--- src/common/tri_setup_settings.svh ---
`ifndef TRI_SETUP_SETTINGS_SVH
`define TRI_SETUP_SETTINGS_SVH

// register port geometry
`define TS_ADDR_W         8
`define TS_NUM_ATTR       4

// byte offsets, word aligned
`define TS_REG_COMMIT     8'h00
`define TS_REG_YSTAT      8'h04
`define TS_REG_E1S        8'h08
`define TS_REG_E2S        8'h0C
`define TS_REG_E3S        8'h10
`define TS_REG_E1X        8'h14
`define TS_REG_E2X        8'h18
`define TS_REG_E3X        8'h1C
`define TS_REG_NS1        8'h20
`define TS_REG_NS2        8'h24
`define TS_REG_SPY        8'h28
`define TS_REG_V0X        8'h2C
`define TS_REG_V0Y        8'h30
`define TS_REG_V2X        8'h34
`define TS_REG_V2Y        8'h38

// three words per attribute: start, dx, dy
`define TS_REG_ATTR_BASE  8'h40

`endif

--- src/common/tri_setup_pkg.sv ---
`include "tri_setup_settings.svh"

package tri_setup_pkg;

	localparam logic [1:0] RESP_OKAY   = 2'b00;
	localparam logic [1:0] RESP_SLVERR = 2'b10;

	typedef struct packed {
		logic                  awvalid;
		logic [`TS_ADDR_W-1:0] awaddr;
		logic                  wvalid;
		logic [31:0]           wdata;
		logic [3:0]            wstrb;
		logic                  bready;
		logic                  arvalid;
		logic [`TS_ADDR_W-1:0] araddr;
		logic                  rready;
	} axil_req_t;

	typedef struct packed {
		logic        awready;
		logic        wready;
		logic        bvalid;
		logic [1:0]  bresp;
		logic        arready;
		logic        rvalid;
		logic [31:0] rdata;
		logic [1:0]  rresp;
	} axil_rsp_t;

	typedef struct packed {
		logic        sign;
		logic [7:0]  expo;
		logic [22:0] man;
	} flt_view_t;

	typedef struct packed {
		logic signed [15:0] ip;
		logic [15:0]        frac;
	} fix_view_t;

	// same 32 bits, ieee single or 16.16
	typedef union packed {
		flt_view_t flt;
		fix_view_t fix;
	} flt_word_u;

	typedef enum logic [2:0] {
		CL_ESLOPE, CL_EINT, CL_NS1, CL_NS2, CL_SPY, CL_VTX, CL_ATTR, CL_YSTAT
	} ld_cls_e;

	typedef struct packed {
		logic       ld;     // staging write this cycle
		ld_cls_e    cls;
		logic [3:0] idx;    // word within the class
		logic       commit;
	} stage_ld_t;

	typedef struct packed {
		logic [31:0] start;
		logic [31:0] dx;
		logic [31:0] dy;
	} attr_plane_t;

	typedef struct packed {
		logic [2:0][31:0] es;   // 16.16 edge slopes
		logic [2:0][31:0] ex;   // 16.16 edge intercepts
		logic [15:0]      spx;
		logic [15:0]      spy;
		logic [15:0]      ns1;
		logic [15:0]      ns2;
		attr_plane_t [`TS_NUM_ATTR-1:0] attr;
		logic [31:0]      start_x;
		logic [31:0]      start_y;
		logic [31:0]      end_x;
		logic [31:0]      end_y;
		logic             scan_dir;
		logic             line_mode;
	} tri_desc_t;

endpackage

--- src/logic/flt_fx.sv ---
`timescale 1ns/10ps

module flt_fx (
	input  tri_setup_pkg::flt_word_u flt,
	output tri_setup_pkg::flt_word_u fxp
);

	logic [23:0] mant;
	logic [31:0] mag;
	logic        sat;
	logic        zero;

	assign mant = {1'b1, flt.flt.man};
	assign zero = (flt.flt.expo == 8'd0);   // zero and denormals
	assign sat  = (flt.flt.expo >= 8'd142); // |x| >= 2^15, inf, nan

	// 1.m * 2^(e-127) * 2^16 is mant shifted by e-134
	always_comb begin
		if (flt.flt.expo >= 8'd134)
			mag = {8'h0, mant} << (flt.flt.expo - 8'd134);
		else
			mag = {8'h0, mant} >> (8'd134 - flt.flt.expo);
	end

	always_comb begin
		if (zero) begin
			fxp = '0;
		end else if (sat) begin
			if (flt.flt.sign)
				fxp = 32'h8000_0000;
			else
				fxp = 32'h7FFF_FFFF;
		end else if (flt.flt.sign) begin
			fxp = -mag; // truncated magnitude, so toward zero
		end else begin
			fxp = mag;
		end
	end

endmodule

--- src/logic/tri_setup_top.sv ---
`timescale 1ns/10ps

module tri_setup_top (
	input  logic                      se_clk,
	input  logic                      se_rstn,
	input  tri_setup_pkg::axil_req_t  axil_req,
	output tri_setup_pkg::axil_rsp_t  axil_rsp,
	output tri_setup_pkg::tri_desc_t  desc,
	output logic                      desc_valid,
	input  logic                      desc_ready
);
	import tri_setup_pkg::*;

	stage_ld_t   ld;
	logic [31:0] wdata;
	logic [31:0] fxp_out;
	tri_desc_t   stage_view;
	logic [4:0]  ystat_view;

	setup_decode u_decode (
		.se_clk     (se_clk),
		.se_rstn    (se_rstn),
		.axil_req   (axil_req),
		.axil_rsp   (axil_rsp),
		.desc_valid (desc_valid),
		.stage_view (stage_view),
		.ystat_view (ystat_view),
		.ld         (ld),
		.wdata      (wdata)
	);

	// write data to 16.16 for slopes, intercepts, ns and spy
	flt_fx u_flt_fx (
		.flt (wdata),
		.fxp (fxp_out)
	);

	setup_execute u_execute (
		.se_clk     (se_clk),
		.se_rstn    (se_rstn),
		.ld         (ld),
		.wdata      (wdata),
		.fxp_in     (fxp_out),
		.stage_view (stage_view),
		.ystat_view (ystat_view)
	);

	des_reg u_des_reg (
		.se_clk      (se_clk),
		.se_rstn     (se_rstn),
		.commit      (ld.commit),
		.commit_ctrl (wdata[1:0]),  // scan_dir, line_mode
		.staged      (stage_view),
		.desc        (desc),
		.desc_valid  (desc_valid),
		.desc_ready  (desc_ready)
	);

endmodule

--- src/setup_regs/des_reg.sv ---
`timescale 1ns/10ps

module des_reg (
	input  logic                      se_clk,
	input  logic                      se_rstn,
	input  logic                      commit,
	input  logic [1:0]                commit_ctrl,
	input  tri_setup_pkg::tri_desc_t  staged,
	output tri_setup_pkg::tri_desc_t  desc,
	output logic                      desc_valid,
	input  logic                      desc_ready
);
	import tri_setup_pkg::*;

	flt_word_u e2x_w;
	logic      spx_inc;
	tri_desc_t desc_d;

	assign e2x_w = staged.ex[1];

	// negative intercept with a fraction rounds toward +x
	assign spx_inc = e2x_w.fix.ip[15] & (|e2x_w.fix.frac);

	always_comb begin
		desc_d           = staged;
		desc_d.spx       = e2x_w.fix.ip + {15'h0, spx_inc};
		desc_d.scan_dir  = commit_ctrl[0];
		desc_d.line_mode = commit_ctrl[1];
	end

	always_ff @(posedge se_clk or negedge se_rstn) begin
		if (!se_rstn)
			desc <= '0;
		else if (commit)
			desc <= desc_d; // whole set in one edge
	end

	// commit is held off upstream while valid is high
	always_ff @(posedge se_clk or negedge se_rstn) begin
		if (!se_rstn) begin
			desc_valid <= 1'b0;
		end else if (commit) begin
			desc_valid <= 1'b1;
		end else if (desc_ready) begin
			desc_valid <= 1'b0;
		end
	end

endmodule

--- src/setup_regs/setup_decode.sv ---
`timescale 1ns/10ps
`include "tri_setup_settings.svh"

module setup_decode (
	input  logic                      se_clk,
	input  logic                      se_rstn,
	input  tri_setup_pkg::axil_req_t  axil_req,
	output tri_setup_pkg::axil_rsp_t  axil_rsp,
	input  logic                      desc_valid,
	input  tri_setup_pkg::tri_desc_t  stage_view,
	input  logic [4:0]                ystat_view,
	output tri_setup_pkg::stage_ld_t  ld,
	output logic [31:0]               wdata
);
	import tri_setup_pkg::*;

	logic        aw_rdy;
	logic        ar_rdy;
	logic        bvalid;
	logic        rvalid;
	logic [1:0]  bresp;
	logic [1:0]  rresp;
	logic [31:0] rdata;
	logic [31:0] rd_word;
	stage_ld_t   wmap;
	stage_ld_t   rmap;
	logic        commit_hold;
	logic        wr_go;
	logic        wr_fire;
	logic        wr_ok;
	logic        ar_go;
	logic        rd_fire;

	function automatic stage_ld_t hit(input ld_cls_e c, input logic [`TS_ADDR_W-1:0] off);
		stage_ld_t m;
		m = '0;
		m.ld = 1'b1;
		m.cls = c;
		m.idx = off[5:2];
		return m;
	endfunction

	function automatic stage_ld_t addr_map(input logic [`TS_ADDR_W-1:0] a);
		stage_ld_t m;
		m = '0;
		if (a[1:0] == 2'b00) begin
			if (a == `TS_REG_COMMIT)
				m.commit = 1'b1;
			else if (a == `TS_REG_YSTAT)
				m = hit(CL_YSTAT, '0);
			else if (a >= `TS_REG_E1S && a <= `TS_REG_E3S)
				m = hit(CL_ESLOPE, a - `TS_REG_E1S);
			else if (a >= `TS_REG_E1X && a <= `TS_REG_E3X)
				m = hit(CL_EINT, a - `TS_REG_E1X);
			else if (a == `TS_REG_NS1)
				m = hit(CL_NS1, '0);
			else if (a == `TS_REG_NS2)
				m = hit(CL_NS2, '0);
			else if (a == `TS_REG_SPY)
				m = hit(CL_SPY, '0);
			else if (a >= `TS_REG_V0X && a <= `TS_REG_V2Y)
				m = hit(CL_VTX, a - `TS_REG_V0X);
			else if (a >= `TS_REG_ATTR_BASE && a < `TS_REG_ATTR_BASE + 12 * `TS_NUM_ATTR)
				m = hit(CL_ATTR, a - `TS_REG_ATTR_BASE);
		end
		return m;
	endfunction

	assign wmap = addr_map(axil_req.awaddr);
	assign rmap = addr_map(axil_req.araddr);

	// no second commit while the scan engine still owns a descriptor
	assign commit_hold = wmap.commit & desc_valid;
	assign wr_go   = axil_req.awvalid & axil_req.wvalid & ~bvalid & ~aw_rdy & ~commit_hold;
	assign wr_fire = aw_rdy & axil_req.awvalid & axil_req.wvalid;
	assign wr_ok   = (wmap.ld | wmap.commit) & (axil_req.wstrb == 4'hF);
	assign ar_go   = axil_req.arvalid & ~rvalid & ~ar_rdy;
	assign rd_fire = ar_rdy & axil_req.arvalid;

	assign ld    = (wr_fire && wr_ok) ? wmap : '0;
	assign wdata = axil_req.wdata;

	always_comb begin
		rd_word = '0;
		if (rmap.commit) begin
			rd_word = {31'h0, desc_valid}; // pending
		end else if (rmap.ld) begin
			case (rmap.cls)
				CL_ESLOPE: rd_word = stage_view.es[rmap.idx[1:0]];
				CL_EINT:   rd_word = stage_view.ex[rmap.idx[1:0]];
				CL_NS1:    rd_word = {16'h0, stage_view.ns1};
				CL_NS2:    rd_word = {16'h0, stage_view.ns2};
				CL_SPY:    rd_word = {stage_view.spy, stage_view.spx};
				CL_YSTAT:  rd_word = {27'h0, ystat_view};
				CL_VTX: begin
					case (rmap.idx[1:0])
						2'd0:    rd_word = stage_view.start_x;
						2'd1:    rd_word = stage_view.start_y;
						2'd2:    rd_word = stage_view.end_x;
						default: rd_word = stage_view.end_y;
					endcase
				end
				default: begin
					for (int i = 0; i < `TS_NUM_ATTR; i++) begin
						if (rmap.idx == 4'(3 * i))
							rd_word = stage_view.attr[i].start;
						if (rmap.idx == 4'(3 * i + 1))
							rd_word = stage_view.attr[i].dx;
						if (rmap.idx == 4'(3 * i + 2))
							rd_word = stage_view.attr[i].dy;
					end
				end
			endcase
		end
	end

	always_ff @(posedge se_clk or negedge se_rstn) begin
		if (!se_rstn) begin
			aw_rdy <= 1'b0;
			bvalid <= 1'b0;
			bresp  <= RESP_OKAY;
		end else begin
			aw_rdy <= wr_go; // one cycle pulse
			if (wr_fire) begin
				bvalid <= 1'b1;
				bresp  <= wr_ok ? RESP_OKAY : RESP_SLVERR;
			end else if (axil_req.bready) begin
				bvalid <= 1'b0;
			end
		end
	end

	always_ff @(posedge se_clk or negedge se_rstn) begin
		if (!se_rstn) begin
			ar_rdy <= 1'b0;
			rvalid <= 1'b0;
			rresp  <= RESP_OKAY;
			rdata  <= '0;
		end else begin
			ar_rdy <= ar_go;
			if (rd_fire) begin
				rvalid <= 1'b1;
				rdata  <= rd_word;
				rresp  <= (rmap.ld | rmap.commit) ? RESP_OKAY : RESP_SLVERR;
			end else if (axil_req.rready) begin
				rvalid <= 1'b0;
			end
		end
	end

	assign axil_rsp.awready = aw_rdy;
	assign axil_rsp.wready  = aw_rdy;
	assign axil_rsp.bvalid  = bvalid;
	assign axil_rsp.bresp   = bresp;
	assign axil_rsp.arready = ar_rdy;
	assign axil_rsp.rvalid  = rvalid;
	assign axil_rsp.rdata   = rdata;
	assign axil_rsp.rresp   = rresp;

endmodule

--- src/setup_regs/setup_execute.sv ---
`timescale 1ns/10ps
`include "tri_setup_settings.svh"

module setup_execute (
	input  logic                      se_clk,
	input  logic                      se_rstn,
	input  tri_setup_pkg::stage_ld_t  ld,
	input  logic [31:0]               wdata,
	input  logic [31:0]               fxp_in,
	output tri_setup_pkg::tri_desc_t  stage_view,
	output logic [4:0]                ystat_view
);
	import tri_setup_pkg::*;

	logic [2:0][31:0] es_q;
	logic [2:0][31:0] ex_q;
	logic [15:0]      ns1_q;
	logic [15:0]      ns2_q;
	flt_word_u        spy_q;
	logic [31:0]      v0x_q;
	logic [31:0]      v0y_q;
	logic [31:0]      v2x_q;
	logic [31:0]      v2y_q;
	attr_plane_t [`TS_NUM_ATTR-1:0] attr_q;
	logic [4:0]       ystat_q;   // {y2_lt_y0, y1_lt_y0, y2f, y1f, y0f}
	flt_word_u        fx;
	logic             frac_nz;
	logic             ns1_up;
	logic             ns2_up;

	assign fx = fxp_in;
	assign frac_nz = |fx.fix.frac;

	// round up only when the edge starts on a fractional y
	assign ns1_up = frac_nz & ystat_q[1] & (~ystat_q[0] | ystat_q[3]);
	assign ns2_up = frac_nz & ystat_q[2] & (~ystat_q[0] | ystat_q[4]);

	always_ff @(posedge se_clk or negedge se_rstn) begin
		if (!se_rstn) begin
			es_q    <= '0;
			ex_q    <= '0;
			ns1_q   <= '0;
			ns2_q   <= '0;
			spy_q   <= '0;
			v0x_q   <= '0;
			v0y_q   <= '0;
			v2x_q   <= '0;
			v2y_q   <= '0;
			attr_q  <= '0;
			ystat_q <= '0;
		end else if (ld.ld) begin
			case (ld.cls)
				CL_ESLOPE: es_q[ld.idx[1:0]] <= fxp_in;
				CL_EINT:   ex_q[ld.idx[1:0]] <= fxp_in;
				CL_NS1:    ns1_q <= fx.fix.ip + {15'h0, ns1_up};
				CL_NS2:    ns2_q <= fx.fix.ip + {15'h0, ns2_up};
				CL_SPY:    spy_q <= fxp_in;
				CL_YSTAT:  ystat_q <= wdata[4:0];
				CL_VTX: begin
					case (ld.idx[1:0])
						2'd0:    v0x_q <= wdata;
						2'd1:    v0y_q <= wdata;
						2'd2:    v2x_q <= wdata;
						default: v2y_q <= wdata;
					endcase
				end
				default: begin
					for (int i = 0; i < `TS_NUM_ATTR; i++) begin
						if (ld.idx == 4'(3 * i))
							attr_q[i].start <= wdata;
						if (ld.idx == 4'(3 * i + 1))
							attr_q[i].dx <= wdata;
						if (ld.idx == 4'(3 * i + 2))
							attr_q[i].dy <= wdata;
					end
				end
			endcase
		end
	end

	always_comb begin
		stage_view         = '0;
		stage_view.es      = es_q;
		stage_view.ex      = ex_q;
		stage_view.ns1     = ns1_q;
		stage_view.ns2     = ns2_q;
		stage_view.spy     = spy_q.fix.ip;
		stage_view.spx     = spy_q.fix.frac; // spy fraction until des_reg forms spx
		stage_view.attr    = attr_q;
		stage_view.start_x = v0x_q;
		stage_view.start_y = v0y_q;
		stage_view.end_x   = v2x_q;
		stage_view.end_y   = v2y_q;
	end

	assign ystat_view = ystat_q;

endmodule

--- config.mk ---
export PLATFORM = sky130hd
export DESIGN_NAME = tri_setup_top
export DESIGN_NICKNAME = d
export VERILOG_FILES = /design/src/common/tri_setup_pkg.sv /design/src/logic/flt_fx.sv /design/src/logic/tri_setup_top.sv /design/src/setup_regs/des_reg.sv /design/src/setup_regs/setup_decode.sv /design/src/setup_regs/setup_execute.sv
export VERILOG_INCLUDE_DIRS = /design/src /design/src/common
export SDC_FILE = /design/constraint.sdc
export NUM_CORES = 2
export LEC_CHECK = 0
export BUFFER_PORTS_ARGS = -buffer_cell sky130_fd_sc_hd__buf_2
export CAP_MARGIN = 15
export CORE_AREA = 2 2 398 400
export DETAILED_ROUTE_END_ITERATION = 12
export DIE_AREA = 0 0 400 402
export HOLD_SLACK_MARGIN = 0.1
export PLACE_DENSITY = 0.66
export SYNTH_ARGS = -nofsm -noshare
export SYNTH_HDL_FRONTEND = slang
export SYNTH_HIERARCHICAL = 1
export SYNTH_SLANG_ARGS = --single-unit
--- constraint.sdc ---
create_clock -name se_clk -period 6.1 [get_ports se_clk]
set_clock_uncertainty 0.2 [all_clocks]
set_input_delay 1.22 -clock se_clk [delete_from_list [all_inputs] [get_ports se_clk]]
set_output_delay 1.22 -clock se_clk [all_outputs]
set_load 0.02 [all_outputs]
* Yosys cells after proc, flatten, opt, wreduce, memory -nomap -nowiden
Index checks and enable logic that the tools add are counted.
** Cells by class
- $add $sub $neg :: 14
- Order comparisons :: 21
- Equality and inequality tests :: 47
- Shift-type cells :: 2
- Multiplexer cells :: 60
- Bitwise gates (word level) :: 28
- Reduce and logical (&&, ||, !) cells :: 50
** Operator list (count)
- $mux W32 :: 22
- $pmux W32 S7 :: 1
- $bwmux W96 :: 2
- $mux W9 :: 19
- $bmux W32 S2 :: 2
- $pmux W32 S3 :: 1
- $demux W32 S2 :: 1
- $add A16 B1 Y16 :: 3
- $eq A8 B6 Y1 const B :: 6
- $reduce_and A3 Y1 :: 16
- $eq A4 B4 Y1 const B :: 9
- $eq A4 B3 Y1 const B :: 8
- $le A8 B5 Y1 const B :: 4
- $neg A32 Y32 :: 1
- $reduce_or A16 Y1 :: 2
- $shl A24 B8 Y32 :: 1
- $shr A24 B8 Y32 :: 1
- $logic_not A8 Y1 :: 3
- $eq A3 B3 Y1 const B :: 6
- $and A1 B1 Y1 :: 16
- $eq A4 B2 Y1 const B :: 4
- $eq A8 B3 Y1 const B :: 2
- $ge A8 B4 Y1 const B :: 2
- $ge A8 B5 Y1 const B :: 2
- 31 further kinds :: 88
** Storage, ports and cells
- Register bits :: 1584
- Input bits :: 60
- Word-level logic and storage cells :: 284

* Longest topological paths before layout
- Word-level depth :: 28
- Gate-level depth with buffers :: 31
- Gate-level depth less buffers :: 22

* Modules after synthesis
The synthesis kept the hierarchy.
** By module, submodules not included
- setup_execute :: instances 1, cells an instance 1829, area an instance 29453.2 um^2, sequential area each 19343.6 um^2
- des_reg :: instances 1, cells an instance 1694, area an instance 28732.6 um^2, sequential area each 19293.5 um^2
- setup_decode :: instances 1, cells an instance 1581, area an instance 10054.6 um^2, sequential area each 950.9 um^2
- flt_fx :: instances 1, cells an instance 690, area an instance 5074.9 um^2, sequential area each 0.0 um^2

* Worst setup path before layout
No wires, ideal clock.
- Path type :: input to register
- From :: in axil_req[38] (netlist name)
- To :: reg u_execute.ns1_q[14]
- Library setup time :: 0.077 ns
- Arrival time :: 7.272 ns
- Data required time :: 5.823 ns
- Path slack :: -1.449 ns
- Cell stages on the path :: 31
- Buffers on the path :: 9
- Cell sequence :: buf_4 buf_4 buf_4 buf_4 buf_2 inv_1 ha_1 clkbuf_1 clkbuf_1 buf_2 buf_1 mux2i_1 nand3_1 a41oi_1 nor3_1 nor3_1 ha_1 inv_1 nand4bb_1 or3b_2 mux2i_1 o211ai_1 nor4_1 nand4_1 and3_1 ha_1 ha_1 nand3_1 nor4_1 xnor2_1 a21oi_1
** On the way
- Word-level cells in the longest chain between the ends :: 11
** Ends and longest elaborated chain
- from (decl) :: RTL line tri_setup_top.sv:6 : input tri_setup_pkg::axil_req_t axil_req,
- $sub A8 B8 Y8 (on tied branches) :: RTL line flt_fx.sv:22, flt_fx.sv:20
- $shr A24 B8 Y32 / $shl A24 B8 Y32 (equally long branches) :: RTL line flt_fx.sv:22, flt_fx.sv:20
- $mux W32 :: RTL line flt_fx.sv:19 : if (flt.flt.expo >= 8'd134)
- $neg A32 Y32 :: RTL line flt_fx.sv:34 : fxp = -mag;
- $mux W32 :: RTL line flt_fx.sv:33 : end else if (flt.flt.sign) begin
- $mux W32 :: RTL line flt_fx.sv:28 : end else if (sat) begin
- $mux W32 * :: RTL line flt_fx.sv:26 : if (zero) begin
- named net fxp_out[14] :: RTL line tri_setup_top.sv:16 : logic [31:0] fxp_out;
- $reduce_or A16 Y1 * :: RTL line setup_execute.sv:32 : assign frac_nz = |fx.fix.frac;
- $and A1 B1 Y1 * (2 in series) :: RTL line setup_execute.sv:35 : assign ns1_up = frac_nz & ystat_q[1] & (~ystat_q[0] | ystat_q[3]);
- $add A16 B1 Y16 * :: RTL line setup_execute.sv:55 : CL_NS1: ns1_q <= fx.fix.ip + {15'h0, ns1_up};
- to (signal assigned) :: RTL line setup_execute.sv:55
- to (decl) :: RTL line setup_execute.sv:17 : logic [15:0] ns1_q;
Mark *: on every way through the listed nets, which the timed path passes. The rest lies on a longest branch.
A chain may end at the register's enable or synchronous reset.

* Worst setup path after layout
- From :: in axil_req[39] (netlist name)
- To :: reg u_execute.ns1_q[12]
Same word-level chain as after synthesis.

==> qor.yml <==
finish:
  layout-drive-gt1-share_pct: 47.7
  synthToLayoutAreaGrowth_pct: 22.4
  nNetsFinal: 7093
place:
  gp_congestion: 0.987
  dpl.hpwl_um: 232000
  io_buffer_count: 869
timing:
  worst_pin_slew_ns: 1.15
  slew_violations: 0
  slew_headroom_pct: 23.5
  hold_viol: 0
  max_freq_mhz: 173
  grt_setup_unrepaired: "no"
  setup_tns_ns: 0
  fin_crit_ns: 5.79
  report.final.setup_viol: 0
  period_share_pct: 94.9
global_route:
  grt_pass1_vias: 55300
  grt_max_degree: 157
  antenna_found_initial: 29
  grtUsageTotal_pct: 37.5
  grt_pass1_wl_um: 428000
  overflow: 0
synthesis:
  syn_inst: 5791
  yosys_warnings: 6
  synth_area_per_cell_um2: 12.7
  syn_area_um2: 73300
floorplan:
  start_util_pct: 46.7
  rows: 146
  die_w_um: 400
  core_um2: 157000
  die_h_um: 402
  dieArea_um2: 161000
  ioPinCount: 872
routing:
  ant_nets: 0
  routed_wl_um: 307000
  avgRoutedWirePerCell_um: 33.3
  vias: 57200
  first_pass_iters: 7
  vias_per_cell: 6.19
  drcViolationCount: 0
  drtIter0Drc: 6794
flow_run:
  maxCapViolations: 0
critical_path:
  path_cells: "buf_2 -> ha_1 -> and2b_1 -> buf_4 -> o31ai_4 -> a31o_1 -> nor2_2 -> buf_4 -> a32o_1 -> nor3b_2 -> nand2_1 -> or2_2 -> a2111oi_0 -> nor4_2 -> nor4_1 -> nand4_1 -> and3_1 -> ha_2 -> ha_4 -> nand3_4 -> nor3_2 -> xnor2_1 -> a21oi_1"
  critical_path_depth: 23
  crit_path_start_kind: "primary input"
  crit_path_max_fanout: 7
  crit_arrival_ns: 6.25
  critPathMostFrequentCell: "buf_4"
  endpoint_kind: "flop"
  worst-path-buf-inv: 3
  critPathSlowestCell: "a2111oi_0"
  critical_path_required_ns: 6.56
  critPathMaxStageDelay_ns: 0.55
  ff2ff_path_depth: 12
  cp_top_family: "simple AND/OR/NAND/NOR gates"
  path_class: "primary input to flop"
power:
  leakagePower_nw: 46.2
  vdd_ir_drop_max_uv: 289
  p_per_area_nw_per_um2: 258
  totalPowerFinal_w: 0.0232
cts:
  holdBufCountCts: 0
  cts_root_buf: "clkbuf_16"
  htreeDepth: 4
  clk-insertion-delay-late_ns: 0.84
  clk_pin_slew_ns: 0.06
  cts_buffers: 167
  cts_sinks: 1582
  tritoncts: "yes"
  clockBufferDepth: 3
outcome:
  outcome: "finished, final reports clean"
hold_path:
  hp-class: "primary input to async pin"
[metal layers]
layer,wire (um),GRT usage [%]
met1,127000,52.1
met2,133000,54.0
met3,30900,10.6
met4,17000,17.6
met5,101,0
[final timing paths]
kind                                  from                         to  slack (ns)
max                           axil_req[39]        u_execute/ns1_q[12]        0.31
min                                se_rstn        u_des_reg/desc[562]        0.08
max reg2reg                u_decode/aw_rdy  u_execute/stage_view[480]        1.90
min reg2reg                u_decode/rvalid            u_decode/ar_rdy        0.27
max in group asynchronous          se_rstn        u_des_reg/desc[318]        3.87
min in group se_clk        u_decode/rvalid            u_decode/ar_rdy        0.27
[worst register-to-register path: cells and delay by family (launching register included)]
family                 cells  cell delay (ns)
and+or+nand+nor            7             1.97
muxes                      1             0.47
DFF                        1             0.41
AOI/OAI and AO/OA          2             0.51
buffers and inverters      2             0.51
[sequential cells by signal, summed over array words and instances, names as in the netlist, 5 cells and up]
register / flops
u_des_reg/desc: 770
u_execute/stage_view: 576
u_decode/rdata: 32
u_execute/spy_q: 32
u_execute/v0x_q: 32
u_execute/v0y_q: 32
u_execute/v2x_q: 32
u_execute/v2y_q: 32
u_execute/ns1_q: 16
u_execute/ns2_q: 16
u_execute/ystat_view: 5
[through the flow]
| step | hold slack (ns) | std cells | worst slack [ns] | instance area [um^2] | util (%) |
|---|---|---|---|---|---|
| finish | 0.0771 | 9232 | 0.312 | 89700 | 57.1 |
| global route | 0.167 | 9216 | 0.000904 | 89700 | 57.1 |
| CTS | 0.186 | 9212 | 0.110 | 89600 | 57.0 |
| detailed placement | 0.256 | 8902 | -0.924 | 83800 | 53.3 |
| global placement | 0.245 | 8901 | -0.901 | 83800 | 53.3 |
| floorplan | 0.233 | 5792 | -0.352 | 73500 | - |
[cells in the final DEF, fill, tap and decap left out, drive strengths merged, types with 38 or more instances in the layout]
cell type,instances
a21oi,253
a221oi,40
a31oi,41
and3,49
buf,1503
clkbuf,243
clkinv,41
dfrtp,1582
mux2,1533
mux2i,134
nand2,468
nand3,128
nand4,38
nor2,167
nor3,68
nor4,40
o21ai,157
[repair_timing]
item / 4_1_cts / 5_1_grt
setup buffers: 2 / 3
setup endpoints to repair: 21 / 30
gates resized for setup: 1 / 15
pin swaps: 1 / 2
endpoints found under the hold margin: 0 / 0
[final cells by class]
type / instances / area [um^2]
Timing Repair Buffer: 1503 / 9900
Clock buffer: 243 / 4900
Multi-Input combinational cell: 3724 / 31700
Inverter: 26 / 101
Antenna cell: 17 / 42.5
Fill cell: 13100 / 67400
Sequential cell: 1582 / 39600
Tap cell: 2072 / 2590
Clock inverter: 65 / 860
[power by group]
| part | total [W] | internal [W] | switching [W] |
|---|---|---|---|
| logic | 0.00207 | 0.000702 | 0.00137 |
| clock network | 0.0106 | 0.00605 | 0.00455 |
| registers | 0.0105 | 0.0105 | 0.0000132 |
No activity file was read; power rests on OpenSTA's default activity.
